==> config.mk <==
export PLATFORM = sky130hd
export DESIGN_NAME = pfpu_dma
export DESIGN_NICKNAME = d
export VERILOG_FILES = /design/src/source/pfpu_pkg.sv /design/src/source/pfpu_dma.sv
export SDC_FILE = /design/constraint.sdc
export NUM_CORES = 1
export LEC_CHECK = 0
export ABC_AREA = 1
export ABC_CLOCK_PERIOD_IN_PS = 16880
export BUFFER_PORTS_ARGS = -buffer_cell sky130_fd_sc_hd__buf_2
export CAP_MARGIN = 20
export CORE_MARGIN = 8
export CORE_UTILIZATION = 45
export CTS_CLUSTER_DIAMETER = 100
export DETAILED_ROUTE_END_ITERATION = 8
export SYNTH_ARGS = -nofsm -noshare
export SYNTH_HDL_FRONTEND = slang
export SYNTH_SLANG_ARGS = --single-unit
==> constraint.sdc <==
create_clock -name sys_clk -period 16.88 [get_ports sys_clk]
set_clock_uncertainty 0.05 [all_clocks]
set_input_delay 2.532 -clock sys_clk [delete_from_list [all_inputs] [get_ports sys_clk]]
set_output_delay 2.532 -clock sys_clk [all_outputs]
set_load 0.05 [all_outputs]
==> src/source/pfpu_pkg.sv <==
// Shared definitions for the pfpu subsystem.
// Datapath, mesh, index and program counter widths,
// instruction word field positions, the opcode and
// sequencer state enums, and the CSR control register map.
package pfpu_pkg;

	localparam int data_w    = 32; // datapath and CSR word width.
	localparam int mesh_w    = 7;  // mesh limits and coordinates.
	localparam int index_w   = 14; // linear vertex index.
	localparam int pc_w      = 11; // 2-bit page above a 9-bit offset.
	localparam int reg_aw    = 7;  // 128 registers.
	localparam int pending_w = 3;  // DMA queue occupancy, 0 to 4.

	// ~~~~~~~~~~~~~~~~~~~~~~~~~~~~~~~~~~~~~~~~~~~~~~~~~
	// instruction word fields
	// ~~~~~~~~~~~~~~~~~~~~~~~~~~~~~~~~~~~~~~~~~~~~~~~~~
	localparam int op_hi = 31; // opcode.
	localparam int op_lo = 27;
	localparam int a_hi  = 26; // operand a register.
	localparam int a_lo  = 20;
	localparam int b_hi  = 19; // operand b register.
	localparam int b_lo  = 13;
	localparam int d_hi  = 12; // destination register.
	localparam int d_lo  = 6;

	typedef enum logic [4:0] {
		OP_NOP = 5'd0, OP_ADD = 5'd1, OP_SUB = 5'd2, OP_AND = 5'd3, OP_OR = 5'd4,
		OP_XOR = 5'd5, OP_COPY = 5'd6, OP_VECTOUT = 5'd7, OP_END = 5'd8
	} opcode_t;

	typedef enum logic [2:0] {
		ST_IDLE, ST_FETCH, ST_READ, ST_EXEC, ST_WAIT_DMA
	} seq_state_t;

	typedef enum logic [3:0] {
		CTRL = 4'd0, BASE = 4'd1, HMESH = 4'd2, VMESH = 4'd3, PAGE = 4'd4,
		VERTICES = 4'd5, STRAYS = 4'd6, PENDING = 4'd7, PC = 4'd8
	} csr_reg_t;

endpackage

==> src/source/pfpu_dma.sv <==
`timescale 1ns/1ns
// DMA write queue of the pfpu.
// Four-entry FIFO of result pairs, each stored with its write address
// formed from the DMA base and the vertex index, and a strobe/ack
// output port that presents the head entry.
module pfpu_dma (
	input  logic                            sys_clk,
	input  logic                            sys_rst,
	input  logic [pfpu_pkg::data_w-3:0]     dma_base,
	input  logic [pfpu_pkg::index_w-1:0]    index,
	input  logic                            push,
	input  logic [pfpu_pkg::data_w-1:0]     push_a,
	input  logic [pfpu_pkg::data_w-1:0]     push_b,
	input  logic                            dma_ack,
	output logic                            full,
	output logic [pfpu_pkg::pending_w-1:0]  dma_pending,
	output logic                            dma_stb,
	output logic [pfpu_pkg::data_w-3:0]     dma_adr,
	output logic [2*pfpu_pkg::data_w-1:0]   dma_dat
);
	import pfpu_pkg::*;

	logic [data_w-3:0]   adr_q [0:3]; // word address of each entry.
	logic [2*data_w-1:0] dat_q [0:3]; // result pair, a in the upper half.
	logic [1:0]          wr_ptr;
	logic [1:0]          rd_ptr;
	logic                wr;          // accepted push.
	logic                rd;          // head entry acknowledged.

	assign full    = dma_pending == pending_w'(4);
	assign dma_stb = dma_pending != '0;
	assign dma_adr = adr_q[rd_ptr];
	assign dma_dat = dat_q[rd_ptr];
	assign wr      = push & ~full;
	assign rd      = dma_stb & dma_ack;

	always_ff @(posedge sys_clk) begin
		if (wr) begin
			adr_q[wr_ptr] <= dma_base + (data_w-2)'({index, 1'b0}); // two words per vertex.
			dat_q[wr_ptr] <= {push_a, push_b};
		end
	end

	always_ff @(posedge sys_clk) begin
		if (sys_rst) begin
			wr_ptr      <= '0;
			rd_ptr      <= '0;
			dma_pending <= '0;
		end else begin
			if (wr) wr_ptr <= wr_ptr + 1'b1;
			if (rd) rd_ptr <= rd_ptr + 1'b1;
			dma_pending <= dma_pending + pending_w'(wr) - pending_w'(rd);
		end
	end

	// an unacknowledged write is held steady for the external port.
	a_stb_hold: assert property (@(posedge sys_clk) disable iff (sys_rst)
		dma_stb && !dma_ack |=> dma_stb && $stable(dma_adr) && $stable(dma_dat));

endmodule

; After elaboration in Yosys (flattened, before gate mapping)
; Memories as Yosys holds them, arrays and structs flattened. A register that Yosys moved wholly into a read port is not among the register bits.
; Index checks and enable logic that the tools add are counted.
[totals]
out_inout_bits = 99
mem_bits_rw = 376
reg_bits = 7
mem_count = 2
[op_classes]
bitwise_logic = 3
n_reduce_logical = 1
eq_ne = 1
muxes = 6
n_addsub = 5
[memory_table]
columns = memory, words, word_bits, rd, rd_ports_with_merged_regs, wr, line
row1 = dat_q, 4, 64, 1, 1, 1, pfpu_dma.sv:24  ; logic [2*data_w-1:0] dat_q [0:3];
row2 = adr_q, 4, 30, 1, 1, 1, pfpu_dma.sv:23  ; logic [data_w-3:0] adr_q [0:3];
[op_table]
columns = operator, n
row1 = $add 30x15->30, 1
row2 = $mux 2, 4
row3 = $add 2x1->2 const B, 2
row4 = $add 3x1->3, 1
row5 = $eq 3x3->1 const B, 1
row6 = $reduce_bool 3->1, 1
row7 = $sub 3x1->3, 1
row8 = $and 1x1->1, 2
row9 = $mux 1, 2
row10 = $not 1->1, 1

; Longest topological paths before layout
; Gate-level depths: netlist of the first run.
[logic_depth]
word_depth = 5
ltp_mapped = 12
depth_no_buf = 12

; Least setup slack after synthesis of the first run
; Ideal clock, no wire load.
[synth_timing]
kind = input -> register
start = in push
end = mem adr_q[0][0] in the netlist's numbering, enable pin
t_arrival_ns = 6.581
slack_ns = 9.701
required_ns = 16.282
path_stages = 2
path_cell_list = o21ai_2 -> nor2_1
[synth_via]
elab_chain_len = 3
[synth_rtl]
columns = element, line
row1 = from (decl), pfpu_dma.sv:11  ; input logic push,
row2 = $and 1x1->1, pfpu_dma.sv:34  ; assign wr = push & ~full;
row3 = $mux 1, pfpu_dma.sv:38  ; if (wr) begin
row4 = $mux 1 (implied by the code), pfpu_dma.sv:39  ; adr_q[wr_ptr] <= dma_base + (data_w-2)'({index, 1'b0});
row5 = to (decl), pfpu_dma.sv:23
; No other way between the ends.

==> results of run 1 <==
==> power by group <==
| part | switching (mW) | total (mW) | internal, mW |
|---|---|---|---|
| Clock | 0.340 | 0.782 | 0.442 |
| Combinational | 0.741 | 0.929 | 0.189 |
| Sequential | 0.0420 | 1.22 | 1.17 |
==> path summary, 6_finish.rpt <==
kind	endpoint	slack [ns]	cells past startpoint
max reg2reg	dat_q[3][58]	14.20	6
min reg2reg	flip-flop	0.44	2
max	dma_dat[45]	10.90	5
min	flip-flop	0.44	2
==> metal layers <==
layer	share of wire, %	up-vias	wire (um)
li1	-	5016	-
met1	45	5012	16190
met3	5.3	49	1902
met4	2.1	0	750
met2	48	253	17140
met5	0	-	0
==> metrics by stage <==
| stage | power [mW] | utilization [%] | cell area [um^2] |
|---|---|---|---|
| 2_1_floorplan | 1.944 | - | 15860 |
| 3_3_place_gp | 2.172 | 49.81 | 17250 |
| 3_5_place_dp | 2.180 | 49.81 | 17250 |
| 4_1_cts | 2.960 | 53.13 | 18400 |
| 5_1_grt | 3.058 | 53.15 | 18400 |
| 6_report | 2.928 | 53.15 | 18410 |
==> sequential cells by signal, summed over array words and instances, names as in the netlist, named ones only <==
name and flops:
adr_q 120, dat_q 256, dma_pending 3, rd_ptr 2
wr_ptr 2
==> critical path: cells and delay by family, from the launching register on <==
family | cells | cell delay (ns)
buf+inv | 3 | 1.83
compound gates | 1 | 0.29
flops | 1 | 0.61
simple gates | 1 | 0.07
==> cell usage in the layout, fill, tap and decap left out, drive strengths merged, types with 3 or more instances in the layout <==
cell and n:
edfxtp 376, nor2 230, buf 222, o21ai 196, nand2 151, o22ai 94
inv 83, clkbuf 47, nand3 34, ha 20, clkinv 17, xor2 12
a21oi 9, dfxtp 9, nor3 5, diode 3
==> cell type report <==
class,count,area [um^2]
diodes,3,7.507
clock buffers,47,1006
clock inverters,23,145.1
fillers,2965,16220
inverters,79,301.5
multi-input cells,760,3760
flip-flops and latches,385,11480
well taps,455,569.3
repair buffers,222,1141
==> kinds of logic (layout without fill, tap and decap cells) <==
family / Yosys count / count (layout) / share of synthesized area, %
AOI/OAI and AO/OA: 300 / 300 / 10.25
xor gates and xnor gates: 12 / 12 / 0.6628
adders and majority gates: 22 / 22 / 1.831
buffers and inverters: 140 / 371 / 4.135
DFF: 385 / 385 / 72.34
other: 0 / 3 / 0
and+or+nand+nor: 426 / 426 / 10.78
==> results.json, run 1 <==
{
  "status": "complete, no violations",
  "p_per_area_nw_per_um2": 159.1,
  "pin_count": 211,
  "die_h_um": 203.7,
  "finalCritPeriodShare_pct": 35.43,
  "place_ws_ns": 11.36,
  "path_max_fanout": 96,
  "vias": 10330,
  "portBuffers": 210,
  "tightest_slew_ns": 1.048,
  "drive_gt1_share_pct": 19.66,
  "seq_area_frac_synth_pct": 72.34,
  "hold_viol_final": 0,
  "coreArea_um2": 34630,
  "min_period_ns": 5.981,
  "max_freq_mhz": 167.2,
  "cts_buffers": 39,
  "final_nets": 1621,
  "r2r-start": "dma_pending[1]",
  "die_w_um": 203.7,
  "instances_no_fill": 1974,
  "crit_path_cell_trace": "inv_6, buf_4, nor2_1, o22ai_1, buf_2",
  "route.antenna.remaining_nets": 0,
  "syn_area_um2": 15860,
  "synth-edff-count": 376,
  "setup_violations": 0,
  "crit_path_max_incr_delay_ns": 0.89,
  "drt-total-wl_um": 35980,
  "cts_tree": "done",
  "fin_setup_tns_ns": 0,
  "drv_slew": 0,
  "syn_nets": 1419,
  "async_reset_ff_share_pct": 0,
  "area_growth_pct": 16.08,
  "grt-busiest-layer": "met2",
  "dp.cells": 1901,
  "hold_buffers": 0,
  "clkSinkCount": 385,
  "min_from": "rd_ptr[1]",
  "synth_top_cell_area_share_pct": 71.21,
  "detail_route.vias_per_cell": 5.233,
  "drtPass1Iterations": 5,
  "cp.required_ns": 14.30,
  "yosysTopAreaCell": "edfxtp_1",
  "use_met2_pct": 28.02,
  "endpoint_kind": "output port",
  "min_path_type": "reg -> reg",
  "max-vdd-ir-drop_mv": 0.1371,
  "yosysMostFrequentCell": "edfxtp_1",
  "setup_ws_ns": 10.90,
  "startpoint_type": "flip-flop",
  "antenna_found_initial": 2,
  "ys_warn_count": 0,
  "drtIter0Drc": 508,
  "synthTopCellsByArea": "edfxtp_1 (71%), nor2_1 (5.3%), o21ai_0 (5.1%), o22ai_1 (3.7%), nand2_1 (3.5%)",
  "synth_commonest_cells": "edfxtp_1 (376), nor2_1 (223), o21ai_0 (161)",
  "rows": 68,
  "critical_path_class": "reg -> out",
  "wire_per_inst_um": 18.23,
  "grt_usage_pct": 16.85,
  "holdWs_ns": 0.4426,
  "grt.met3_usage_pct": 3.253,
  "cts_root_buf": "clkbuf_16",
  "synth.distinct_cells": 31,
  "met1_usage_pct": 22.33,
  "grt_pass1_wl_um": 55860,
  "grt-ovfl-total": 0,
  "cts_resized": 0,
  "drc": 0,
  "post-dp-hpwl_um": 22000,
  "syn_inst": 1285,
  "slew_headroom_pct": 30.12,
  "postCtsSetupBuffers": 0,
  "maxCapViolCount": 0,
  "ys.flop_type": "edfxtp_1",
  "clk_pin_slew_ns": 0.06,
  "grt_pass1_vias": 10140,
  "cts.path.max_buffers": 3,
  "power_leakage_nw": 6.894,
  "worstSkewPairLatency_ns": 0.51,
  "grt_max_degree": 97,
  "start_util_pct": 45.79,
  "critPathArrivalTime_ns": 3.40,
  "synth_area_per_cell_um2": 12.34,
  "die-area_um2": 41500,
  "ys_ff_latch": 385,
  "cts_max_level": 2,
  "routabilityCongestion": 0.8819,
  "rsz0062_at_grt": "no",
  "slowest_stage": "buf_4"
}
(Power assumes the default switching activity.)
==> run 2, diff against run 1 <==
ABC_CLOCK_PERIOD_IN_PS = 5700   (was 16880)
clock period = 5.7 ns   (was 16.88 ns; I/O delays follow)
==> run 2 against run 1 <==
  * Flip-flop and latch count stayed put
  * Register-to-register slack worse by 11 ns
  * Die area stayed put
  * Final cell count is 0.10% lower
  * Worst hold slack better by 0.014 ns
  * Global-route usage is 0.75 points higher
  * Total power grew to 3.0 times the previous value
  * Via count is 0.52% higher
  * Utilization is 0.31 points higher
  * Setup slack worse by 9.3 ns
  * Critical path type unchanged
==> results.json, run 2 (same netlist as run 1, synthesis figures left out) <==
{
  "r2r_cells": 5,
  "max_freq_mhz": 244.0,
  "p_sw_share_pct": 37.82,
  "cts_buffers": 40,
  "post-dp-hpwl_um": 23070,
  "cts_resized": 0,
  "r2r-end": "dat_q[3][14]",
  "drive_gt1_share_pct": 19.64,
  "worstSkewPairLatency_ns": 0.52,
  "final_common_cell": "edfxtp_1",
  "cp.required_ns": 4.80,
  "min_path_type": "reg -> reg",
  "cts_tree": "done",
  "die-area_um2": 41500,
  "vias": 10380,
  "final_nets": 1625,
  "holdWs_ns": 0.4568,
  "portBuffers": 210,
  "die_w_um": 203.7,
  "antenna_cells": 0,
  "postCtsSetupBuffers": 0,
  "critical_path_class": "reg -> out",
  "power_frac_comb_pct": 32.1,
  "drtPass1Iterations": 7,
  "clkSinkCount": 385,
  "design_area_um2": 18510,
  "grt_usage_pct": 17.60,
  "p_sw_mw": 3.326,
  "crit_path_cell_trace": "buf_4, inv_2, buf_4, o21ai_0, o22ai_1, buf_2",
  "die_h_um": 203.7,
  "min_from": "rd_ptr[0]",
  "drv_slew": 0,
  "min_period_ns": 4.098,
  "final_cell_mix": "edfxtp_1 (376), nor2_1 (219), buf_2 (210)",
  "slowest_stage": "inv_2",
  "drc": 0,
  "start_util_pct": 45.79,
  "final_util_pct": 53.46,
  "crit_path_max_incr_delay_ns": 0.64,
  "cts.path.max_buffers": 3,
  "antenna_found_initial": 0,
  "hold_path_depth": 2,
  "pin_count": 211,
  "area_growth_pct": 16.75,
  "path_common_cell": "buf_4",
  "tightest_slew_ns": 1.001,
  "fin_setup_tns_ns": 0,
  "rsz0062_at_grt": "no",
  "grt_max_degree": 119,
  "maxCapViolCount": 0,
  "dpl-instance-area_um2": 17310,
  "grt-ovfl-total": 0,
  "power.internal_mw": 5.469,
  "max-vdd-ir-drop_mv": 0.4019,
  "finalCritPeriodShare_pct": 71.89,
  "hold_viol_final": 0,
  "grt_pass1_vias": 10400,
  "startpoint_type": "flip-flop",
  "cts_max_level": 2,
  "cts_root_buf": "clkbuf_16",
  "hold_buffers": 0,
  "finalPower_mw": 8.795,
  "p_seq_share_pct": 40.5,
  "setup_violations": 0,
  "largest_register_ff_count": 256,
  "grt_pass1_wl_um": 57670,
  "routabilityCongestion": 0.9087,
  "p_clk_share_pct": 27.4,
  "reg2reg_slack_ns": 3.20,
  "coreArea_um2": 34630,
  "drtIter0Drc": 584,
  "slew_headroom_pct": 33.09,
  "endpoint_kind": "output port",
  "r2r-start": "dma_pending[1]",
  "top_regs": "dat_q (256), adr_q (120), dma_pending (3)",
  "power_leakage_nw": 6.941,
  "status": "complete, no violations",
  "path_max_fanout": 44,
  "p_per_area_nw_per_um2": 475.1,
  "detail_route.vias_per_cell": 5.266,
  "clk_pin_slew_ns": 0.06,
  "regMostFlops": "dat_q",
  "rows": 68,
  "critPathArrivalTime_ns": 3.19,
  "route.antenna.remaining_nets": 0,
  "drt-total-wl_um": 37160,
  "wire_per_inst_um": 18.84
}
## run 2: cell types whose count changed in the layout (fill, tap and decap cells not counted), sizes merged
cell,delta
clkbuf,+4
clkinv,-2
inv,-4
clkinvlp,-1
bufinv,+1
buf,+3
diode,-3
## run 2: layout make-up
| class | count | area, um^2 |
|---|---|---|
| inverter | 79 | 301.5 |
| clock inverter | 17 | 121.4 |
| sequential | 385 | 11480 |
| fill | 2999 | 16120 |
| timing repair buffer | 225 | 1201 |
| clock buffer | 51 | 1084 |
| multi-input combinational | 760 | 3760 |
| tap | 455 | 569.3 |
## run 2: worst max-delay path: cells and delay by family (launching register included)
| kind | cells | cell delay [ns] |
|---|---|---|
| AO/OA/AOI/OAI | 2 | 0.50 |
| flip-flops | 1 | 0.30 |
| buffers and inverters | 4 | 1.82 |
## run 2: worst max-delay path by stage
stage | end | cells after the start | startpoint | slack [ns]
final | dma_adr[17] | 6 | flip-flop | 1.60
after global routing | dma_adr[17] | 6 | flip-flop | 1.46
after CTS | dma_adr[17] | 6 | flip-flop | 1.62
after detailed placement | dma_adr[17] | 6 | flip-flop | 2.20
after global placement | dma_adr[7] | 6 | flip-flop | 2.20
after floorplan | adr_q[0][0] | 4 | dma_pending[1] | 0.08
## run 2: per-layer routing
layer,vias to the layer above,share of wire [%],track usage (%)
li1,5027,-,-
met1,5056,44,23.05
met2,253,49,29.95
met3,48,5.6,3.189
met4,0,1.7,4.403
met5,-,0,0
## run 2: metrics by stage
stage	setup WS (ns)	std cells
detailed placement	2.195	1904
global placement	2.196	1904
finish	1.602	1972
global route	1.462	1972
floorplan	0.08174	1285
CTS	1.623	1972
## run 2: power by group through the flow
| stage | registers (mW) | clock network (mW) | logic, mW |
|---|---|---|---|
| 2_1_floorplan | 3.67 | 0 | 2.09 |
| 3_3_place_gp | 3.62 | 0 | 2.84 |
| 3_5_place_dp | 3.62 | 0 | 2.86 |
| 4_1_cts | 3.56 | 2.47 | 2.87 |
| 5_1_grt | 3.59 | 2.58 | 3.02 |
| 6_report | 3.56 | 2.41 | 2.82 |
