`config.mk`:
```
export PLATFORM = sky130hd
export DESIGN_NAME = pfpu_seq
export DESIGN_NICKNAME = d
export VERILOG_FILES = /design/src/source/pfpu_pkg.sv /design/src/source/pfpu_seq.sv
export SDC_FILE = /design/constraint.sdc
export NUM_CORES = 1
export LEC_CHECK = 0
export ABC_AREA = 1
export BUFFER_PORTS_ARGS = -buffer_cell sky130_fd_sc_hd__buf_2
export CORE_MARGIN = 2
export CORE_UTILIZATION = 53
export CTS_CLUSTER_SIZE = 24
export DETAILED_ROUTE_END_ITERATION = 8
export GPL_ROUTABILITY_DRIVEN = 1
export GPL_TIMING_DRIVEN = 0
export MAX_ROUTING_LAYER = met4
export PLACE_DENSITY = 0.9
export SLEW_MARGIN = 10
export SYNTH_ARGS = -nofsm -noshare
export SYNTH_HDL_FRONTEND = slang
export SYNTH_SLANG_ARGS = --single-unit
```
`constraint.sdc`:
```
create_clock -name sys_clk -period 3.2 [get_ports sys_clk]
set_clock_uncertainty 0.15 [all_clocks]
set_input_delay 0.32 -clock sys_clk [delete_from_list [all_inputs] [get_ports sys_clk]]
set_output_delay 0.32 -clock sys_clk [all_outputs]
set_load 0.03 [all_outputs]
```
`src/source/pfpu_pkg.sv`:
```
// Shared definitions for the pfpu subsystem.
// Datapath, mesh, index and program counter widths,
// instruction word field positions, the opcode and
// sequencer state enums, and the CSR control register map.
package pfpu_pkg;

	localparam int data_w    = 32; // datapath and CSR word width.
	localparam int mesh_w    = 7;  // mesh limits and coordinates.
	localparam int index_w   = 14; // linear vertex index.
	localparam int pc_w      = 11; // 2-bit page above a 9-bit offset.
	localparam int reg_aw    = 7;  // 128 registers.
	localparam int pending_w = 3;  // DMA queue occupancy, 0 to 4.

	// ~~~~~~~~~~~~~~~~~~~~~~~~~~~~~~~~~~~~~~~~~~~~~~~~~
	// instruction word fields
	// ~~~~~~~~~~~~~~~~~~~~~~~~~~~~~~~~~~~~~~~~~~~~~~~~~
	localparam int op_hi = 31; // opcode.
	localparam int op_lo = 27;
	localparam int a_hi  = 26; // operand a register.
	localparam int a_lo  = 20;
	localparam int b_hi  = 19; // operand b register.
	localparam int b_lo  = 13;
	localparam int d_hi  = 12; // destination register.
	localparam int d_lo  = 6;

	typedef enum logic [4:0] {
		OP_NOP = 5'd0, OP_ADD = 5'd1, OP_SUB = 5'd2, OP_AND = 5'd3, OP_OR = 5'd4,
		OP_XOR = 5'd5, OP_COPY = 5'd6, OP_VECTOUT = 5'd7, OP_END = 5'd8
	} opcode_t;

	typedef enum logic [2:0] {
		ST_IDLE, ST_FETCH, ST_READ, ST_EXEC, ST_WAIT_DMA
	} seq_state_t;

	typedef enum logic [3:0] {
		CTRL = 4'd0, BASE = 4'd1, HMESH = 4'd2, VMESH = 4'd3, PAGE = 4'd4,
		VERTICES = 4'd5, STRAYS = 4'd6, PENDING = 4'd7, PC = 4'd8
	} csr_reg_t;

endpackage

```
`src/source/pfpu_seq.sv`:
```
`timescale 1ns/1ns
// Sequencer of the pfpu.
// Fetch, operand read and execute FSM over the selected program page,
// integer ALU with writeback, DMA push with stall on a full queue,
// vertex stepping at OP_END, and the busy level.
module pfpu_seq (
	input  logic                            sys_clk,
	input  logic                            sys_rst,
	input  logic                            start,
	input  logic [1:0]                      cp_page,
	input  logic [pfpu_pkg::data_w-1:0]     instr,
	input  logic [pfpu_pkg::data_w-1:0]     ra_data,
	input  logic [pfpu_pkg::data_w-1:0]     rb_data,
	input  logic                            full,
	input  logic                            last,
	input  logic [pfpu_pkg::pending_w-1:0]  dma_pending,
	output logic [pfpu_pkg::pc_w-1:0]       pc,
	output logic [pfpu_pkg::reg_aw-1:0]     ra_addr,
	output logic [pfpu_pkg::reg_aw-1:0]     rb_addr,
	output logic [pfpu_pkg::reg_aw-1:0]     w_addr,
	output logic [pfpu_pkg::data_w-1:0]     w_data,
	output logic                            w_en,
	output logic                            push,
	output logic [pfpu_pkg::data_w-1:0]     push_a,
	output logic [pfpu_pkg::data_w-1:0]     push_b,
	output logic                            vnext,
	output logic                            err_stray,
	output logic                            busy
);
	import pfpu_pkg::*;

	seq_state_t state;
	opcode_t    op;       // decoded opcode of the current instruction.
	logic       is_alu;   // opcode writes a result back.
	logic       is_stray; // opcode is undefined.
	logic       exec;     // instruction is in its execute cycle.

	assign op      = opcode_t'(instr[op_hi:op_lo]);
	assign ra_addr = instr[a_hi:a_lo]; // operands are read while in ST_READ.
	assign rb_addr = instr[b_hi:b_lo];
	assign w_addr  = instr[d_hi:d_lo];
	assign exec    = state == ST_EXEC;

	// ~~~~~~~~~~~~~~~~~~~~~~~~~~~~~~~~~~~~~~~~~~~~~~~~~
	// decode and ALU
	// ~~~~~~~~~~~~~~~~~~~~~~~~~~~~~~~~~~~~~~~~~~~~~~~~~
	always_comb begin
		is_alu   = 1'b1;
		is_stray = 1'b0;
		w_data   = ra_data; // OP_COPY and the default.
		case (op)
			OP_ADD:  w_data = ra_data + rb_data;
			OP_SUB:  w_data = ra_data - rb_data;
			OP_AND:  w_data = ra_data & rb_data;
			OP_OR:   w_data = ra_data | rb_data;
			OP_XOR:  w_data = ra_data ^ rb_data;
			OP_COPY: w_data = ra_data;
			OP_NOP, OP_VECTOUT, OP_END: is_alu = 1'b0;
			default: begin
				is_alu   = 1'b0; // an undefined opcode behaves as OP_NOP.
				is_stray = 1'b1;
			end
		endcase
	end

	assign w_en      = exec && is_alu;
	assign vnext     = exec && (op == OP_END);
	assign err_stray = exec && is_stray;
	assign push      = (exec || (state == ST_WAIT_DMA)) && (op == OP_VECTOUT) && !full;
	assign push_a    = ra_data;
	assign push_b    = rb_data;

	// ~~~~~~~~~~~~~~~~~~~~~~~~~~~~~~~~~~~~~~~~~~~~~~~~~
	// FSM
	// ~~~~~~~~~~~~~~~~~~~~~~~~~~~~~~~~~~~~~~~~~~~~~~~~~
	always_ff @(posedge sys_clk) begin
		if (sys_rst) begin
			state <= ST_IDLE;
			pc    <= '0;
			busy  <= 1'b0;
		end else begin
			if (start) busy <= 1'b1;
			else if ((state == ST_IDLE) && (dma_pending == '0)) busy <= 1'b0; // queue drained.
			case (state)
				ST_IDLE: begin
					if (start) begin
						state <= ST_FETCH;
						pc    <= {cp_page, 9'd0};
					end
				end
				ST_FETCH: state <= ST_READ;  // instr is valid next cycle.
				ST_READ:  state <= ST_EXEC;  // operands are valid next cycle.
				ST_EXEC, ST_WAIT_DMA: begin
					if (op == OP_END) begin
						pc    <= {pc[pc_w-1:9], 9'd0};
						state <= last ? ST_IDLE : ST_FETCH;
					end else if ((op == OP_VECTOUT) && full) begin
						state <= ST_WAIT_DMA; // hold until the queue has room.
					end else begin
						pc    <= {pc[pc_w-1:9], pc[8:0] + 9'd1}; // wraps inside the page.
						state <= ST_FETCH;
					end
				end
				default: state <= ST_IDLE;
			endcase
		end
	end

	// the queue is never pushed beyond its four entries.
	a_push_not_full: assert property (@(posedge sys_clk) disable iff (sys_rst)
		push |-> (dma_pending != pending_w'(4)));

endmodule

```
== Yosys cells after proc, flatten, opt, wreduce, memory -nomap -nowiden ==
Index checks and enable logic that the tools add are counted.

* Reductions and logical operators: 19
* Multiply operators: 0
* $lt $le $gt $ge: 0
* Divide/modulo/power cells: 0
* Muxes and demuxes: 14
* Add/subtract/negate cells: 3
* Shift-type cells: 0
* Equality and inequality tests: 14
* Bitwise operators: 4

{| class="wikitable"
|+ Operators by type and width
! kind !! number
|-
| case mux 32 bit (5 select lines) || 1
|-
| adder 32 bit || 1
|-
| bitwise AND 32 bit || 1
|-
| bitwise OR 32 bit || 1
|-
| subtractor 32 bit || 1
|-
| bitwise XOR 32 bit || 1
|-
| case mux 11 bit (2 select lines) || 1
|-
| equality test 5 x 3 -> 1 bit (second input constant) || 4
|-
| two-way mux 9 bit || 2
|-
| case mux 3 bit (4 select lines) || 1
|-
| two-way mux 11 bit || 1
|-
| equality test 5 x 2 -> 1 bit (second input constant) || 2
|-
| adder 9 x 1 -> 9 bit (second input constant) || 1
|-
| two-way mux 3 bit || 3
|-
| OR reduction 9 bit || 1
|-
| logical AND 1 bit || 7
|-
| equality test 3 x 2 -> 1 bit (second input constant) || 2
|-
| logical NOT 3 bit || 2
|-
| AND reduction 3 bit || 2
|-
| OR reduction 6 bit || 1
|-
| equality test 5 x 1 -> 1 bit (second input constant) || 1
|-
| equality test 5 x 4 -> 1 bit (second input constant) || 1
|-
| logical NOT 5 bit || 1
|-
| two-way mux 1 bit || 5
|-
| 9 further kinds || 10
|}

* Bits in writable memories: 0
* Bits in latches: 0
* Memories: 0
* Logic and storage cells: 58
* Register bits: 15
* Memory bits (read-only): 0

== Logic depth before layout (Yosys ltp) ==
* Word-level depth: 5
* Depth in mapped cells: 24
* Mapped depth without buffers: 24

== Worst setup path before layout ==
No wires, ideal clock.

* Path kind: input port to output port
* Start: in instr[30] (netlist name)
* End: out w_data[4] (netlist name)
* Setup slack: -326 ps
* Arrival: 3056 ps
* Path buffers: 1
* Stages: 11
* Cells stage by stage: nor2_1 nand3_1 clkbuf_1 nand2_1 o21ai_0 fa_1 inv_1 nand3_1 nand3_1 nor2_1 o311ai_0

* Cells in the longest elaborated chain, start to end: 2
* Elaborated cells between the ends (all ways): 6
* Classes of those cells: 5 x eq/ne; 1 x mux

{| class="wikitable"
|+ RTL lines
! item !! RTL line !! RTL
|-
| from (decl) || pfpu_seq.sv:11 || <nowiki>input logic [pfpu_pkg::data_w-1:0] instr,</nowiki>
|-
| equality test 5 x 3 -> 1 bit, or another cell as far along || pfpu_seq.sv:51 || <nowiki>case (op)</nowiki>
|-
| case mux 32 bit (5 select lines) (*) || pfpu_seq.sv:51 ||
|-
| to (decl) || pfpu_seq.sv:21 || <nowiki>output logic [pfpu_pkg::data_w-1:0] w_data,</nowiki>
|}

Mark *: on every way between the ends. The rest lies on a longest branch, timed or not.

== Final worst setup path ==
* Start: in rb_data[1] (netlist name)
* End: out w_data[29] (netlist name)

* Cells in the longest elaborated chain, start to end: 2
* Elaborated cells between the ends (all ways): 3
* Classes of those cells: 2 x add/sub; 1 x mux

{| class="wikitable"
|+ RTL lines
! item !! RTL line !! RTL
|-
| from (decl) || pfpu_seq.sv:13 || <nowiki>input logic [pfpu_pkg::data_w-1:0] rb_data,</nowiki>
|-
| subtractor 32 bit or adder 32 bit (tied branches) || pfpu_seq.sv:53, pfpu_seq.sv:52 ||
|-
| case mux 32 bit (5 select lines) (*) || pfpu_seq.sv:51 ||
|}

Marks and branches as above.

==> results list <==
- Using the TritonRoute via totals, the vias-per-cell ratio works out to 5.82.
* Number of max-cap violations: 0
* Clock tree from TritonCTS: yes
- Max-slew violation count: 0
* Yosys Warn Count: 0
- For this configuration, the core starts out at a cell density of between 50% and 60%.
- In this run, the number of DRC markers left after iteration 0 of detailed routing was 1153.
* Critical path launch point type: primary input
- Of all nets on the critical path, the largest fanout is 4.
- Number of buffers on the longest clock path: 2
* Library cell appearing most often on the critical path: sky130_fd_sc_hd__nand2_1
* Num CTS Buffers: 3
- Global placer's final weighted congestion: 1.00
- After clock tree synthesis, the clock-pin slew on the worst setup and hold paths is 0.05 ns.
- Area growth syn-to-layout: 47.3%
- The worst pin sits at a relative slew slack of between 40% and 50%.
* Sequential area share after synthesis: 4.53%
- The largest individual stage delay along the critical path comes from the cell sky130_fd_sc_hd__ha_4.
- Number of synthesized register bits: 15
* Total power per unit cell area: ~230 nW/µm²
* HPWL after detailed placement: 17900 µm
- After detailed routing, the average wire length per cell comes to roughly 18 µm.
* Most frequent cell after synthesis: sky130_fd_sc_hd__nand2_1
- Slew at the pin with the worst max-slew slack: 0.837 ns
- At the end of the flow the core is filled with cells to 80.6%.
- The first global-routing pass estimated 35300 µm of wire.
* Number of nets with antenna violations after detailed routing: 0
* Cell type with the largest total area after synthesis: sky130_fd_sc_hd__nand2_1
- Once routing completed, OpenROAD measured the worst setup slack at -0.600 ns.
* Largest net degree at the start of global routing: 11
- Max VDD drop: around 0.33 mV
- DIE HEIGHT: about 120 µm
- The min-delay analysis places its worst path in the category in -> reg.
- Summed over all layers, the global routing overflow is 0.
- The flow ran to the end, but the final reports show violations.
* Number of nets at the end of the flow: around 1600
* Share of async-settable or async-resettable flops after synthesis: 0%
* Top cells by instance count after synthesis: sky130_fd_sc_hd__nand2_1 (325), sky130_fd_sc_hd__inv_1 (231), sky130_fd_sc_hd__nor2_1 (101), sky130_fd_sc_hd__ha_1 (97), sky130_fd_sc_hd__buf_4 (86)
- Hold repair after CTS inserted 0 buffers.
* Mapped Cells: 1177
- The tree built by TritonCTS fans out to 15 sinks.
* Row count: 40
- First-pass iteration count of the detailed router: 6
- CTS built an H-tree with a depth of 1.
* Predominant post-synthesis flop cell: sky130_fd_sc_hd__dfxtp_1
- Maximum clock frequency: 0.263 GHz
- Later-pin clock latency in the skew report: 0.25 ns
- In this run the standard cell core region covers 12100 µm².
- Summing every instance area after synthesis gives 6630 µm².
- The final critical path takes up 119% of the cycle.
* Design Power: 2.27 mW
- Measured along the x axis, the die boundary spans 116 µm.
- Hold timing on the final database bottoms out at a slack of ~0.15 ns.
- Num ports: 239
- The routed layout has between 9000 and 10000 vias.
- Count of flip-flops with a built-in enable after synthesis: 0
- Syn Area/Cell: 5.63 µm²
- The number of global-route vias before repair came to approximately 7700.
- The final reports fail on negative setup slack.
- Of the post-synthesis cell area, the dominant cell type holds 18.4%.
- The worst setup path is captured at a primary output.
- Sum of buffers and inverters on the critical path: 3
- Overall routing resource usage: about a third
- Number of design rule violations left after detail routing: 0
- Min Tclk post-route: 3.80 ns
* Most area-consuming cells after synthesis: sky130_fd_sc_hd__nand2_1 (18%), sky130_fd_sc_hd__ha_1 (18%), sky130_fd_sc_hd__inv_1 (13%), sky130_fd_sc_hd__buf_4 (9.7%), sky130_fd_sc_hd__nor2_1 (5.7%)
- The floorplan step defined a die boundary enclosing 13400 µm².
- For this run, the slowest stage of the critical path takes 0.33 ns.
* Endpoint arrival time on the critical path: 3.33 ns
- The cell sitting at the root of the clock tree is a sky130_fd_sc_hd__clkbuf_16.
- Total routed wirelength: 28500 µm
* Post-Syn Nets: around 1400
- Adding up every negative setup slack in the final design gives -11.03 ns.
- The filler cells instantiated in the layout total a little under 800.
- Total of endpoints with negative setup slack in the final report: 28
- Port buffer count: 211
* Cell Chain, Critical Path: buf_8 -> inv_8 -> ha_4 -> nand3_4 -> nor2_4 -> nand2_4 -> nor2_4 -> a21oi_2 -> a21oi_4 -> nand2_2 -> xor2_2 -> ha_4 -> nand2_4 -> nor2_2 -> nand2_1 -> nor2_1 -> nand2_1 -> nand2_1 -> nand2_1 -> nand3_1 -> nand4_1 -> buf_6
* Fraction of layout cells with a size suffix above 1: between 40 and 50%
- Among cell families on the critical path, the largest total delay comes from simple AND/OR/NAND/NOR gates.
- The hold violation total from the final report was 0.
- RSZ-0062 raised after global routing: yes
- Type of the worst setup path: in -> out
- Synthesis instantiated 46 different standard cells from the library.
* CP required: 2.73 ns
- Antenna violations before repair: 1
- Standby leakage power: 5.41 nW
* Worst setup timing slack at the placement stage: -0.894 ns
[flip-flops by register name, summed over array words and instances, names as in the netlist]
register	count
busy	1
pc	11
state	3
[cell families (layout without fill, tap and decap cells)]
kind of cell,after synthesis,after routing,synth area share [%]
compound gates,126,126,11.5
xor+xnor,31,31,4.10
fa+ha+maj,98,98,18.6
buf+inv,342,607,24.4
flops,15,15,4.53
other cells,0,1,0
simple gates,565,565,36.8
[where the power goes]
group	switching, mW	total, mW	internal, mW
logic	1.14	1.82	0.677
registers	0.00887	0.207	0.198
clock network	0.0797	0.249	0.169
total	1.23	2.27	1.04
[tightest hold or removal path, stage by stage]
cell	delay [ns]
sky130_fd_sc_hd__buf_2	0.09
sky130_fd_sc_hd__inv_1	0.04
sky130_fd_sc_hd__a21oi_1	0.05
[final cells by class]
class | instances | area, µm² | share of cell area, %
multi-input combinational | 820 | 5850 | 59.9
timing repair buffer | 260 | 1650 | 16.9
inverter | 241 | 927 | 9.50
buffer | 101 | 739 | 7.58
sequential | 15 | 300 | 3.08
tap | 168 | 210 | 2.15
clock buffer | 4 | 78.8 | 0.808
timing repair inverter | 1 | 6.26 | 0.0641
antenna | 1 | 2.50 | 0.0256
[layout by cell type, fill, tap and decap left out, types with 4 or more instances in the layout]
cell	netlist	layout
sky130_fd_sc_hd__a21oi_1	42	22
sky130_fd_sc_hd__a21oi_2	1	19
sky130_fd_sc_hd__buf_2	3	178
sky130_fd_sc_hd__buf_4	86	139
sky130_fd_sc_hd__buf_6	1	28
sky130_fd_sc_hd__clkbuf_1	11	11
sky130_fd_sc_hd__clkbuf_16	0	4
sky130_fd_sc_hd__dfxtp_1	15	15
sky130_fd_sc_hd__ha_1	97	80
sky130_fd_sc_hd__ha_4	0	14
sky130_fd_sc_hd__inv_1	231	207
sky130_fd_sc_hd__inv_2	10	31
sky130_fd_sc_hd__nand2_1	325	245
sky130_fd_sc_hd__nand2_2	2	63
sky130_fd_sc_hd__nand2_4	1	19
sky130_fd_sc_hd__nand3_1	61	34
sky130_fd_sc_hd__nand3_2	1	21
sky130_fd_sc_hd__nand3_4	0	7
sky130_fd_sc_hd__nand3b_1	9	9
sky130_fd_sc_hd__nand4_1	26	26
sky130_fd_sc_hd__nor2_1	101	59
sky130_fd_sc_hd__nor2_2	4	23
sky130_fd_sc_hd__nor2_4	1	24
sky130_fd_sc_hd__nor3_1	12	9
sky130_fd_sc_hd__nor3_2	3	5
sky130_fd_sc_hd__o21ai_0	12	9
sky130_fd_sc_hd__o21ai_1	15	13
sky130_fd_sc_hd__o21ai_2	1	4
sky130_fd_sc_hd__o21bai_1	4	4
sky130_fd_sc_hd__o22ai_1	31	31
sky130_fd_sc_hd__or2_2	13	10
sky130_fd_sc_hd__or2_4	1	4
sky130_fd_sc_hd__xor2_1	31	26
sky130_fd_sc_hd__xor2_2	0	5
[through the flow]
stage,cells,cell area [µm²]
after global routing,1611,9760
after detailed placement,1556,7920
after global placement,1556,7920
after CTS,1590,8960
final,1611,9760
after floorplan,1177,6650
[layer usage]
layer  vias up  GRT usage, %  routed length (µm)
met5         -             -                   0
met1      4167          41.1                9970
met2       777          58.8               13100
met3       289          2.62                3280
met4         0          10.9                2090
li1       4135             -                   -
[worst paths after layout]
check | start | endpoint | slack [ns] | cells past startpoint
worst min-delay path | cp_page[0] | pc[9]$_SDFFE_PP0P_ | 0.15 | 3
worst max-delay path | rb_data[1] | w_data[29] | -0.60 | 22
worst max register to register | state[0]$_SDFFE_PP0P_ | pc[7]$_SDFFE_PP0P_ | 1.48 | 6
worst min register to register | busy$_SDFFE_PP0P_ | busy$_SDFFE_PP0P_ | 0.32 | 2
[timing repair]
item / 4_1_cts / 5_1_grt
resized for setup: 218 / 162
pin swaps: 83 / 68
setup endpoints to repair: 29 / 29
buffers inserted: 30 / 19
cloned: 0 / 2
Power figures use the tool's default switching activity.
