$ cat src/source/pfpu_pkg.sv
// Shared definitions for the pfpu subsystem.
// Datapath, mesh, index and program counter widths,
// instruction word field positions, the opcode and
// sequencer state enums, and the CSR control register map.
package pfpu_pkg;

	localparam int data_w    = 32; // datapath and CSR word width.
	localparam int mesh_w    = 7;  // mesh limits and coordinates.
	localparam int index_w   = 14; // linear vertex index.
	localparam int pc_w      = 11; // 2-bit page above a 9-bit offset.
	localparam int reg_aw    = 7;  // 128 registers.
	localparam int pending_w = 3;  // DMA queue occupancy, 0 to 4.

	// ~~~~~~~~~~~~~~~~~~~~~~~~~~~~~~~~~~~~~~~~~~~~~~~~~
	// instruction word fields
	// ~~~~~~~~~~~~~~~~~~~~~~~~~~~~~~~~~~~~~~~~~~~~~~~~~
	localparam int op_hi = 31; // opcode.
	localparam int op_lo = 27;
	localparam int a_hi  = 26; // operand a register.
	localparam int a_lo  = 20;
	localparam int b_hi  = 19; // operand b register.
	localparam int b_lo  = 13;
	localparam int d_hi  = 12; // destination register.
	localparam int d_lo  = 6;

	typedef enum logic [4:0] {
		OP_NOP = 5'd0, OP_ADD = 5'd1, OP_SUB = 5'd2, OP_AND = 5'd3, OP_OR = 5'd4,
		OP_XOR = 5'd5, OP_COPY = 5'd6, OP_VECTOUT = 5'd7, OP_END = 5'd8
	} opcode_t;

	typedef enum logic [2:0] {
		ST_IDLE, ST_FETCH, ST_READ, ST_EXEC, ST_WAIT_DMA
	} seq_state_t;

	typedef enum logic [3:0] {
		CTRL = 4'd0, BASE = 4'd1, HMESH = 4'd2, VMESH = 4'd3, PAGE = 4'd4,
		VERTICES = 4'd5, STRAYS = 4'd6, PENDING = 4'd7, PC = 4'd8
	} csr_reg_t;

endpackage

$ cat src/source/pfpu_ctlif.sv
`timescale 1ns/1ns
// CSR control interface of the pfpu.
// Address decode into control registers, register file and program memory,
// control registers, vertex and stray counters, irq on the falling edge
// of busy, and the registered one-hot read mux.
module pfpu_ctlif #(
	parameter logic [3:0] csr_addr = 4'h0
) (
	input  logic                             sys_clk,
	input  logic                             sys_rst,
	input  logic [13:0]                      csr_a,
	input  logic                             csr_we,
	input  logic [pfpu_pkg::data_w-1:0]      csr_di,
	output logic [pfpu_pkg::data_w-1:0]      csr_do,
	output logic                             irq,
	output logic                             start,
	input  logic                             busy,
	output logic [pfpu_pkg::data_w-3:0]      dma_base,
	output logic [pfpu_pkg::mesh_w-1:0]      hmesh_last,
	output logic [pfpu_pkg::mesh_w-1:0]      vmesh_last,
	output logic [pfpu_pkg::reg_aw-1:0]      cr_addr,
	input  logic [pfpu_pkg::data_w-1:0]      cr_di,
	output logic [pfpu_pkg::data_w-1:0]      cr_do,
	output logic                             cr_w_en,
	output logic [1:0]                       cp_page,
	output logic [8:0]                       cp_offset,
	input  logic [pfpu_pkg::data_w-1:0]      cp_di,
	output logic [pfpu_pkg::data_w-1:0]      cp_do,
	output logic                             cp_w_en,
	input  logic                             vnext,
	input  logic                             err_stray,
	input  logic [pfpu_pkg::pending_w-1:0]   dma_pending,
	input  logic [pfpu_pkg::pc_w-1:0]        pc
);
	import pfpu_pkg::*;

	logic               sel;        // this block is addressed.
	logic               ctl_we;     // write to a control register.
	logic               busy_d;     // busy one cycle ago, for the irq edge.
	logic               sel_cont;   // read data comes from the control registers.
	logic               sel_regf;   // read data comes from the register file.
	logic               sel_prog;   // read data comes from program memory.
	logic [data_w-1:0]  ctl_do;     // registered control register readback.
	logic [index_w-1:0] vertex_cnt; // vertices completed since the last CTRL write.
	logic [index_w-1:0] stray_cnt;  // undefined opcodes executed.

	assign sel    = csr_a[13:10] == csr_addr;
	assign ctl_we = sel & csr_we & ~csr_a[9] & ~csr_a[8];

	// ~~~~~~~~~~~~~~~~~~~~~~~~~~~~~~~~~~~~~~~~~~~~~~~~~
	// control registers and counters
	// ~~~~~~~~~~~~~~~~~~~~~~~~~~~~~~~~~~~~~~~~~~~~~~~~~
	always_ff @(posedge sys_clk) begin
		if (sys_rst) begin
			busy_d     <= 1'b0;
			irq        <= 1'b0;
			start      <= 1'b0;
			sel_cont   <= 1'b0;
			sel_regf   <= 1'b0;
			sel_prog   <= 1'b0;
			dma_base   <= '0;
			hmesh_last <= '0;
			vmesh_last <= '0;
			cp_page    <= '0;
			vertex_cnt <= '0;
			stray_cnt  <= '0;
		end else begin
			busy_d <= busy;
			start  <= 1'b0;                                   // start is a single pulse.
			if (busy_d & ~busy) irq <= 1'b1;                  // run has just finished.
			if (vnext) vertex_cnt <= vertex_cnt + 1'b1;
			if (err_stray) stray_cnt <= stray_cnt + 1'b1;
			sel_cont <= sel & ~csr_a[9] & ~csr_a[8];          // the selects line up with
			sel_regf <= sel & ~csr_a[9] & csr_a[8];           // the synchronous memory
			sel_prog <= sel & csr_a[9];                       // read data next cycle.
			if (ctl_we) begin
				case (csr_reg_t'(csr_a[3:0]))
					CTRL: begin
						start      <= csr_di[0];              // bit 0 launches a run.
						irq        <= 1'b0;                   // any CTRL write acks irq.
						vertex_cnt <= '0;
						stray_cnt  <= '0;
					end
					BASE:    dma_base   <= csr_di[data_w-1:2];
					HMESH:   hmesh_last <= csr_di[mesh_w-1:0];
					VMESH:   vmesh_last <= csr_di[mesh_w-1:0];
					PAGE:    cp_page    <= csr_di[1:0];
					default: ;                                // counters are read only.
				endcase
			end
		end
	end

	// readback of the control registers, sampled with the address.
	always_ff @(posedge sys_clk) begin
		case (csr_reg_t'(csr_a[3:0]))
			CTRL:     ctl_do <= data_w'({irq, busy});
			BASE:     ctl_do <= {dma_base, 2'b00};
			HMESH:    ctl_do <= data_w'(hmesh_last);
			VMESH:    ctl_do <= data_w'(vmesh_last);
			PAGE:     ctl_do <= data_w'(cp_page);
			VERTICES: ctl_do <= data_w'(vertex_cnt);
			STRAYS:   ctl_do <= data_w'(stray_cnt);
			PENDING:  ctl_do <= data_w'(dma_pending);
			PC:       ctl_do <= data_w'(pc);
			default:  ctl_do <= '0;
		endcase
	end

	assign csr_do = ({data_w{sel_cont}} & ctl_do)
		| ({data_w{sel_regf}} & cr_di)
		| ({data_w{sel_prog}} & cp_di); // zero when nothing was selected.

	assign cr_addr   = csr_a[reg_aw-1:0];
	assign cr_do     = csr_di;
	assign cr_w_en   = sel & csr_we & ~csr_a[9] & csr_a[8];
	assign cp_offset = csr_a[8:0];
	assign cp_do     = csr_di;
	assign cp_w_en   = sel & csr_we & csr_a[9];

	// irq is raised only once the DMA queue has drained.
	a_irq_drained: assert property (@(posedge sys_clk) disable iff (sys_rst)
		(busy_d && !busy) |-> (dma_pending == '0));

endmodule

$ cat config.mk
export PLATFORM = sky130hd
export DESIGN_NAME = pfpu_ctlif
export DESIGN_NICKNAME = d
export VERILOG_FILES = /design/src/source/pfpu_pkg.sv /design/src/source/pfpu_ctlif.sv
export SDC_FILE = /design/constraint.sdc
export NUM_CORES = 1
export LEC_CHECK = 0
export BUFFER_PORTS_ARGS = -buffer_cell sky130_fd_sc_hd__buf_4
export CORE_AREA = 2 2 115 117
export CTS_CLUSTER_SIZE = 14
export DETAILED_ROUTE_END_ITERATION = 7
export DIE_AREA = 0 0 117 119
export PLACE_DENSITY = 0.76
export RECOVER_POWER = 100
export SLEW_MARGIN = 20
export SYNTH_ARGS = -nofsm -noshare
export SYNTH_HDL_FRONTEND = slang
export SYNTH_SLANG_ARGS = --single-unit
$ cat constraint.sdc
create_clock -name sys_clk -period 3.75 [get_ports sys_clk]
set_input_delay 0.75 -clock sys_clk [delete_from_list [all_inputs] [get_ports sys_clk]]
set_output_delay 0.75 -clock sys_clk [all_outputs]
set_load 0.01 [all_outputs]
Word level (Yosys, flattened, before mapping)
Cells that the tools add are included.
{ "word_totals": {"elab_cells": 60, "ff_bits": 112, "mem_bits_ro": 0, "ram_bits": 0, "latchBits": 0, "in_bits": 130, "out_inout_bits": 162, "n_memories": 0} }
{ "classes": {"n_mul": 0, "n_shift": 0, "n_eq_ne": 8, "reduce_logical": 7, "magnitude_cmp": 0, "muxes": 10, "bitwise_logic": 20, "n_div": 0, "n_addsub": 2} }
{ "ops": {"columns": ["op", "n"], "rows": [
  ["$pmux 32 s9", 1],
  ["$and 32x32->32", 3],
  ["$mux 14", 6],
  ["$or 32x32->32", 2],
  ["$add 14x1->14 const B", 2],
  ["$eq 4x3->1 const B", 4],
  ["$and 1x1->1", 10],
  ["$eq 4x2->1 const B", 2],
  ["$logic_not 4->1", 2],
  ["$reduce_and 2->1", 4],
  ["$not 1->1", 5],
  ["$eq 4x1->1 const B", 1],
  ["$eq 4x4->1 const B", 1],
  ["$mux 1", 3],
  ["$reduce_or 3->1", 1]
]} }

Depth between registers and ports, before layout
Gate-level depths: netlist of the first run.
{ "depth": {"depth_word": 6, "depth_mapped": 7, "mapped_depth_nobuf": 5} }

Least setup slack after synthesis of the first run
Ideal clock, no wire load.
{ "synth_path": {"path_kind": "input -> output", "start": "in csr_a[11]", "end": "out cr_w_en", "cell_stages": 3, "required_ns": 3.000, "t_arrival_ns": 1.588, "slack_ns": 1.412, "n_path_buf": 0, "cell_sequence": "nor4_4 -> nor2b_1 -> and3_1"} }
{ "synth_between": {"elab_chain_cells": 4} }
{ "synth_rtl": {"columns": ["item", "line", "source"], "rows": [
  ["start: declaration", "pfpu_ctlif.sv:11", "input logic [13:0] csr_a,"],
  ["$logic_not 4->1", "pfpu_ctlif.sv:47", "assign sel = csr_a[13:10] == csr_addr;"],
  ["$and 1x1->1 (3 in series)", "pfpu_ctlif.sv:116", "assign cr_w_en = sel & csr_we & ~csr_a[9] & csr_a[8];"],
  ["end: declaration", "pfpu_ctlif.sv:24", "output logic cr_w_en,"]
]} }
Every way passes these cells.

Final worst setup path of the first run
{ "layout_path": {"start": "reg sel_regf", "end": "out csr_do[16] in the netlist's numbering"} }
{ "layout_between": {"elab_chain_cells": 3} }
{ "layout_rtl": {"columns": ["item", "line", "source"], "rows": [
  ["start: declaration", "pfpu_ctlif.sv:41", "logic sel_regf;"],
  ["start signal: assignment", "pfpu_ctlif.sv:74", "sel_regf <= sel & ~csr_a[9] & csr_a[8];"],
  ["$and 32x32->32", "pfpu_ctlif.sv:111", "| ({data_w{sel_regf}} & cr_di)"],
  ["$or 32x32->32", "pfpu_ctlif.sv:111", null],
  ["$or 32x32->32", "pfpu_ctlif.sv:112", "| ({data_w{sel_prog}} & cp_di);"],
  ["end: declaration", "pfpu_ctlif.sv:14", "output logic [pfpu_pkg::data_w-1:0] csr_do,"]
]} }
Every way passes these cells.

==> summary.md, run 1 <==
| Metric | Value |
|---|---|
| Setup crit start kind | register |
| Post-Syn Instances | 620 |
| Fmax | 324 MHz |
| Worst Skew | 6.39 ps |
| Lkg Pwr | 2.97 nW |
| Placeable Area | 0.0129 mm2 |
| Power density cells | 354 mW/mm2 |
| Worst ir drop on vdd | 0.000208 V |
| Area delta synth->final | 25.7% |
| Resized Gates After CTS | 0 |
| Util after Layout | 52.7% |
| # rows | 42 |
| Most frequent cells in the layout | clkbuf_1 (148), buf_4 (143), dfxtp_1 (112) |
| Failing checks | capacitance limit, slew limit |
| Vias in the first global route | 4488 |
| IO buf count | 280 |
| CTS Buf Count | 9 |
| Synth cell types | 43 |
| Net switching power | 0.591 mW |
| Global-route wire length before repair | 25.1 mm |
| # Post-CTS Setup Buffers | 0 |
| Vias | 5167 |
| Initial antenna violation count | 0 |
| Clock-pin slew on the worst setup and hold paths | 70 ps |
| GRT overflow | 0 |
| Tcrit/Tclk final | 82.4% |
| Share of layout cells above drive strength 1 | 21.4% |
| Placed Cells incl. Taps | 973 |
| Max-cap violations | 1 |
| Mapped Area | 0.00540 mm2 |
| Filler cells | 1347 |
| Clk sinks | 112 |
| Pre-antenna DRT Iters | 7 |
| CTS tree | yes |
| Clock latency on the worst-skew pair | 350 ps |
| NumNets Final | 940 |
| Sw frac | 24.6% |
| Tmin final | 3090 ps |
| Slew @ Worst Pin | 2430 ps |
| Worst slack at placement | 1090 ps |
| Multi-input logic area | 0.00227 mm2 |
| Initial DRC count | 567 |
| Sequential fraction of the synthesis area | 41.5% |
| Final Hold Fails | 0 |
| Largest net degree at the start of global routing | 53 |
| Starting Density | 42.0% |
| DRC | 0 |
| Reg area | 0.00224 mm2 |
| Diode count | 0 |
| H-Tree Depth | 3 |
| Die width | 117 um |
| Comb power frac | 10.4% |
| Slew Limit Fails | 53 |
| Final setup TNS | 0 ps |
| Power Internal | 1.81 mW |
| Worst-case clock buffer depth | 2 |
| Tot GR Track Use | 23.8% |
| IO Pins | 292 |
| Critical path class | reg2out |
| Dpl hpwl | 13.3 mm |
| Post-Syn Area per Cell | 8.72 um2 |
| Non-filler cells, final | 989 |
| DRT antenna net count | 0 |
| Die H | 119 um |
| Clock power frac | 39.4% |
| Syn_nets | 752 |
| Rel. slew slack | -61.8% |
| Crit path capture type | output pin |
| Yosys reg bits | 112 |
| Post-Route WL | 17.8 mm |
| Reg power frac | 50.2% |
| Status | finished, violations left |
| Arrival time worst endpoint | 2340 ps |
| Yosys warning count | 0 |
| Setup-failing EPs final | 0 |
| Final worst setup slack | 659 ps |
| Critical Path Fanout Max | 30 |
| RSZ-0062 raised after global routing | false |
| Commonest non-fill, non-tap cell in the layout | clkbuf_1 |
| GP Congestion | 0.857 |
| CTS root buffer | clkbuf_16 |
| Required @ worst endpoint | 3000 ps |
| Vias per Instance | 5.22 |
| Die area | 0.0139 mm2 |
| Hold-fix buffers, CTS | 0 |
| Hold Crit Class | reg2reg |
| WL per Instance | 18.0 um |
## power by group through the flow
stage	clock (mW)	combinational, mW	sequential, mW
final	0.947	0.250	1.21
after global routing	1.01	0.267	1.21
after CTS	0.955	0.287	1.21
after detailed placement	0	0.286	1.23
after global placement	0	0.284	1.23
after floorplan	0	0.143	1.23
## cell usage after synthesis (all sizes together)
cell type | n | area, um2
xnor2 | 12 | 105
a222oi | 37 | 370
a21oi | 37 | 193
nor3 | 5 | 25.0
o31ai | 2 | 15.0
and3b | 2 | 17.5
and3 | 6 | 37.5
nor3b | 4 | 35.0
nor2 | 48 | 180
nor4b | 3 | 47.5
nor4bb | 1 | 10.0
nand2b | 1 | 6.26
buf | 92 | 663
nand3b | 1 | 7.51
o21ai | 6 | 30.0
mux2 | 1 | 11.3
mux2i | 18 | 180
a22oi | 23 | 173
or3 | 4 | 27.5
nand3 | 17 | 90.1
a32oi | 1 | 8.76
xor2 | 8 | 70.1
nand4 | 8 | 80.1
nand2 | 81 | 304
nor4 | 3 | 33.8
clkbuf | 22 | 82.6
ha | 2 | 25.0
nor2b | 3 | 18.8
or4 | 2 | 22.5
or2 | 2 | 17.5
and2 | 18 | 113
dfxtp | 112 | 2240
inv | 37 | 139
mux4 | 1 | 22.5
## flip-flops by register name, indices dropped and copies added (netlist names)
register	cells
ctl_do	32
sel_regf	1
sel_cont	1
cp_page	2
dma_base	30
sel_prog	1
hmesh_last	7
vmesh_last	7
stray_cnt	14
start	1
vertex_cnt	14
irq	1
busy_d	1
## through the flow
stage	area (um2)	power (mW)	hold slack, ps
finish	6790	2.40	463
global route	6790	2.48	485
CTS	7370	2.45	469
detailed placement	7080	1.52	459
global placement	7080	1.52	447
floorplan	5400	1.37	438
## metal layers
metal  GRT usage [%]  up-vias  routed length [um]  share of wire [%]
li1                -     2453                   -                  -
met1            29.0     2458                7210                 40
met2            40.9      217                8850                 50
met3            3.72       39                1190                6.7
met4            10.4        0                 572                3.2
met5               0        -                   0                  0
## logic make-up after synthesis
group                    share of synthesized area [%]
XOR/XNOR                                          3.24
buffers and inverters                             16.4
AND/OR/NAND/NOR                                   19.9
flip-flops                                        41.5
multiplexers                                      3.96
AO/OA/AOI/OAI                                     14.6
adder cells (fa/ha/maj)                          0.463
## worst max-delay path, stage by stage (launching register included)
cell,delay (ps)
dfxtp_1,390
clkbuf_1,1050
a222oi_1,230
inv_1,100
clkbuf_1,210
## final cells by class
class / count / share of cell area [%]
Multi-Input combinational cell: 357 / 33.4
Sequential cell: 112 / 33.0
Timing Repair Buffer: 291 / 24.0
Clock buffer: 11 / 3.72
Tap cell: 176 / 3.24
Inverter: 37 / 2.05
Clock inverter: 5 / 0.590
## path summary, 6_finish.rpt
path | endpoint | start | depth (start not counted) | slack (ps)
hold / removal | dma_base[28]$_SDFFE_PP0P_ | dma_base[28]$_SDFFE_PP0P_ | 2 | 460
hold reg to reg | dma_base[28]$_SDFFE_PP0P_ | dma_base[28]$_SDFFE_PP0P_ | 2 | 460
setup reg to reg | vertex_cnt[13]$_SDFF_PP0_ | vertex_cnt[3]$_SDFF_PP0_ | 4 | 2020
setup / recovery | csr_do[16] | sel_regf$_SDFF_PP0_ | 4 | 660
Note: power is estimated with default switching activity, not from simulation.
==> run 2: changes to the inputs <==
CORE_AREA = default   (was 2 2 115 117)
CORE_ASPECT_RATIO = 0.8   (was default)
CORE_MARGIN = 1   (was default)
CORE_UTILIZATION = 45   (was default)
DIE_AREA = default   (was 0 0 117 119)
PLACE_DENSITY = 0.79   (was 0.76)
clock period = 2.9 ns   (was 3.75 ns; I/O delays follow)
==> run 2 against run 1 <==
The run now ends clean. Non-clock buffer count is 3 lower. Design area shrank 1.2%. First-iteration DRC count decreased by 20%. Wire length shrank 5.6%. Clock power is 24% higher. Largest cell class unchanged.
==> summary.md, run 2 (synthesized netlist as in run 1, its figures left out) <==
| Metric | Value |
|---|---|
| Util after Layout | 57.8% |
| Tmin final | 2400 ps |
| Die width | 125 um |
| Crit-path most repeated cell | clkbuf_1 |
| Sw frac | 24.1% |
| Cell area after layout | 0.00671 mm2 |
| Worst-case clock buffer depth | 2 |
| Final worst setup slack | 498 ps |
| Reg power frac | 51.2% |
| Worst slack at placement | 668 ps |
| Status | finished, final reports clean |
| Crit-path cells | clkbuf_1 -> nor4b_4 -> clkbuf_1 -> and3_1 -> buf_4 -> nand2_1 -> a21oi_1 |
| Power density cells | 455 mW/mm2 |
| Global-route wire length before repair | 25.2 mm |
| Top flop regs | ctl_do: 32 flops, dma_base: 30 flops |
| Setup-failing EPs final | 0 |
| Setup crit start | csr_a[3] |
| Required @ worst endpoint | 3150 ps |
| Die H | 100 um |
| Min-delay src | csr_a[8] |
| # Post-CTS Setup Buffers | 0 |
| RSZ-0062 raised after global routing | false |
| Pre-antenna DRT Iters | 7 |
| Most flops, register | ctl_do |
| WL per Instance | 17.5 um |
| Lkg Pwr | 2.93 nW |
| Largest register FFs | 32 |
| Critical Path Fanout Max | 30 |
| Clock latency on the worst-skew pair | 340 ps |
| Most frequent cells in the layout | clkbuf_1 (154), buf_4 (132), dfxtp_1 (109) |
| DRC | 0 |
| Vias in the first global route | 4970 |
| GP Congestion | 0.880 |
| Die area | 0.0125 mm2 |
| Worst ir drop on vdd | 0.000294 V |
| Fmax | 416 MHz |
| CP delay by family, top | buffers and inverters |
| # rows | 35 |
| Net switching power | 0.735 mW |
| Hold-fix buffers, CTS | 0 |
| H-Tree Depth | 3 |
| Clk sinks | 112 |
| Final Hold Fails | 0 |
| Critical path class | in2reg |
| GRT overflow | 0 |
| Vias per Instance | 5.42 |
| Arrival time worst endpoint | 2650 ps |
| DRT antenna net count | 0 |
| Share of layout cells above drive strength 1 | 20.7% |
| Initial antenna violation count | 1 |
| Clock power frac | 38.4% |
| Worst Skew | 12.3 ps |
| Crit path buffers/inverters | 3 |
| Final setup TNS | 0 ps |
| Comb power frac | 10.4% |
| Area delta synth->final | 24.2% |
| Hold Crit Class | in2reg |
| Rel. slew slack | 22.1% |
| CTS root buffer | clkbuf_16 |
| CTS tree | yes |
| Setup crit start kind | primary input |
| Starting Density | 46.6% |
| Largest net degree at the start of global routing | 53 |
| Placeable Area | 0.0116 mm2 |
| Tcrit/Tclk final | 82.8% |
| Critical Path Max Stage Delay | 640 ps |
| Total power | 3.05 mW |
| Crit path capture type | register |
| Slew Limit Fails | 0 |
| Power Internal | 2.32 mW |
| Tot GR Track Use | 25.7% |
| Commonest non-fill, non-tap cell in the layout | clkbuf_1 |
| CTS Buf Count | 9 |
| IO buf count | 280 |
| Reg2reg start | vertex_cnt[4]$_SDFF_PP0_ |
| IO Pins | 292 |
| Slew @ Worst Pin | 1170 ps |
| Max-cap violations | 0 |
| CP max stage cell | clkbuf_1 |
| Initial DRC count | 455 |
| Clock-pin slew on the worst setup and hold paths | 70 ps |
| Vias | 5193 |
| Placed cell areas | 0.00702 mm2 |
| Post-Route WL | 16.8 mm |
| NumNets Final | 937 |
| Dpl hpwl | 12.5 mm |
| Resized Gates After CTS | 0 |
[run 2: worst paths after layout]
check	to	slack, ps	depth (start not counted)
min	sel_cont$_SDFF_PP0_	440	2
min reg2reg	dma_base[18]$_SDFFE_PP0P_	470	2
max	dma_base[5]$_SDFFE_PP0P_	500	7
max reg2reg	vertex_cnt[13]$_SDFF_PP0_	1200	4
[run 2: power groups by stage]
| stage | combinational, mW | clock [mW] | sequential, mW |
|---|---|---|---|
| after floorplan | 0.185 | 0 | 1.59 |
| after global placement | 0.360 | 0 | 1.60 |
| after detailed placement | 0.366 | 0 | 1.60 |
| after CTS | 0.368 | 1.19 | 1.56 |
| after global routing | 0.343 | 1.25 | 1.56 |
| final | 0.318 | 1.17 | 1.56 |
[run 2: layout make-up]
class                      instances  area (um2)
timing repair buffer             288        1580
clock buffer                      10         239
multi-input combinational        357        2280
clock inverter                     6        42.5
fill                            1171        4890
tap                              148         185
antenna                            1        2.50
sequential                       112        2250
inverter                          37         139
[run 2: metrics by stage]
| step | instances | hold WS [ps] |
|---|---|---|
| final | 959 | 437 |
| after global placement | 942 | 449 |
| after global routing | 958 | 424 |
| after CTS | 958 | 442 |
| after detailed placement | 942 | 466 |
| after floorplan | 620 | 438 |
[run 2: routing by layer]
metal | global-route usage (%) | up-vias | wire (um)
met3 | 5.65 | 21 | 1260
met5 | 0 | - | 0
met1 | 28.9 | 2476 | 6410
met2 | 48.3 | 255 | 8890
li1 | - | 2441 | -
met4 | 8.43 | 0 | 255
[run 2: worst reg2reg max path, stage by stage, from the launching register on]
cell	delay (ps)
dfxtp_1	470
nand4_4	180
or2_4	300
or4_4	510
a21oi_1	150
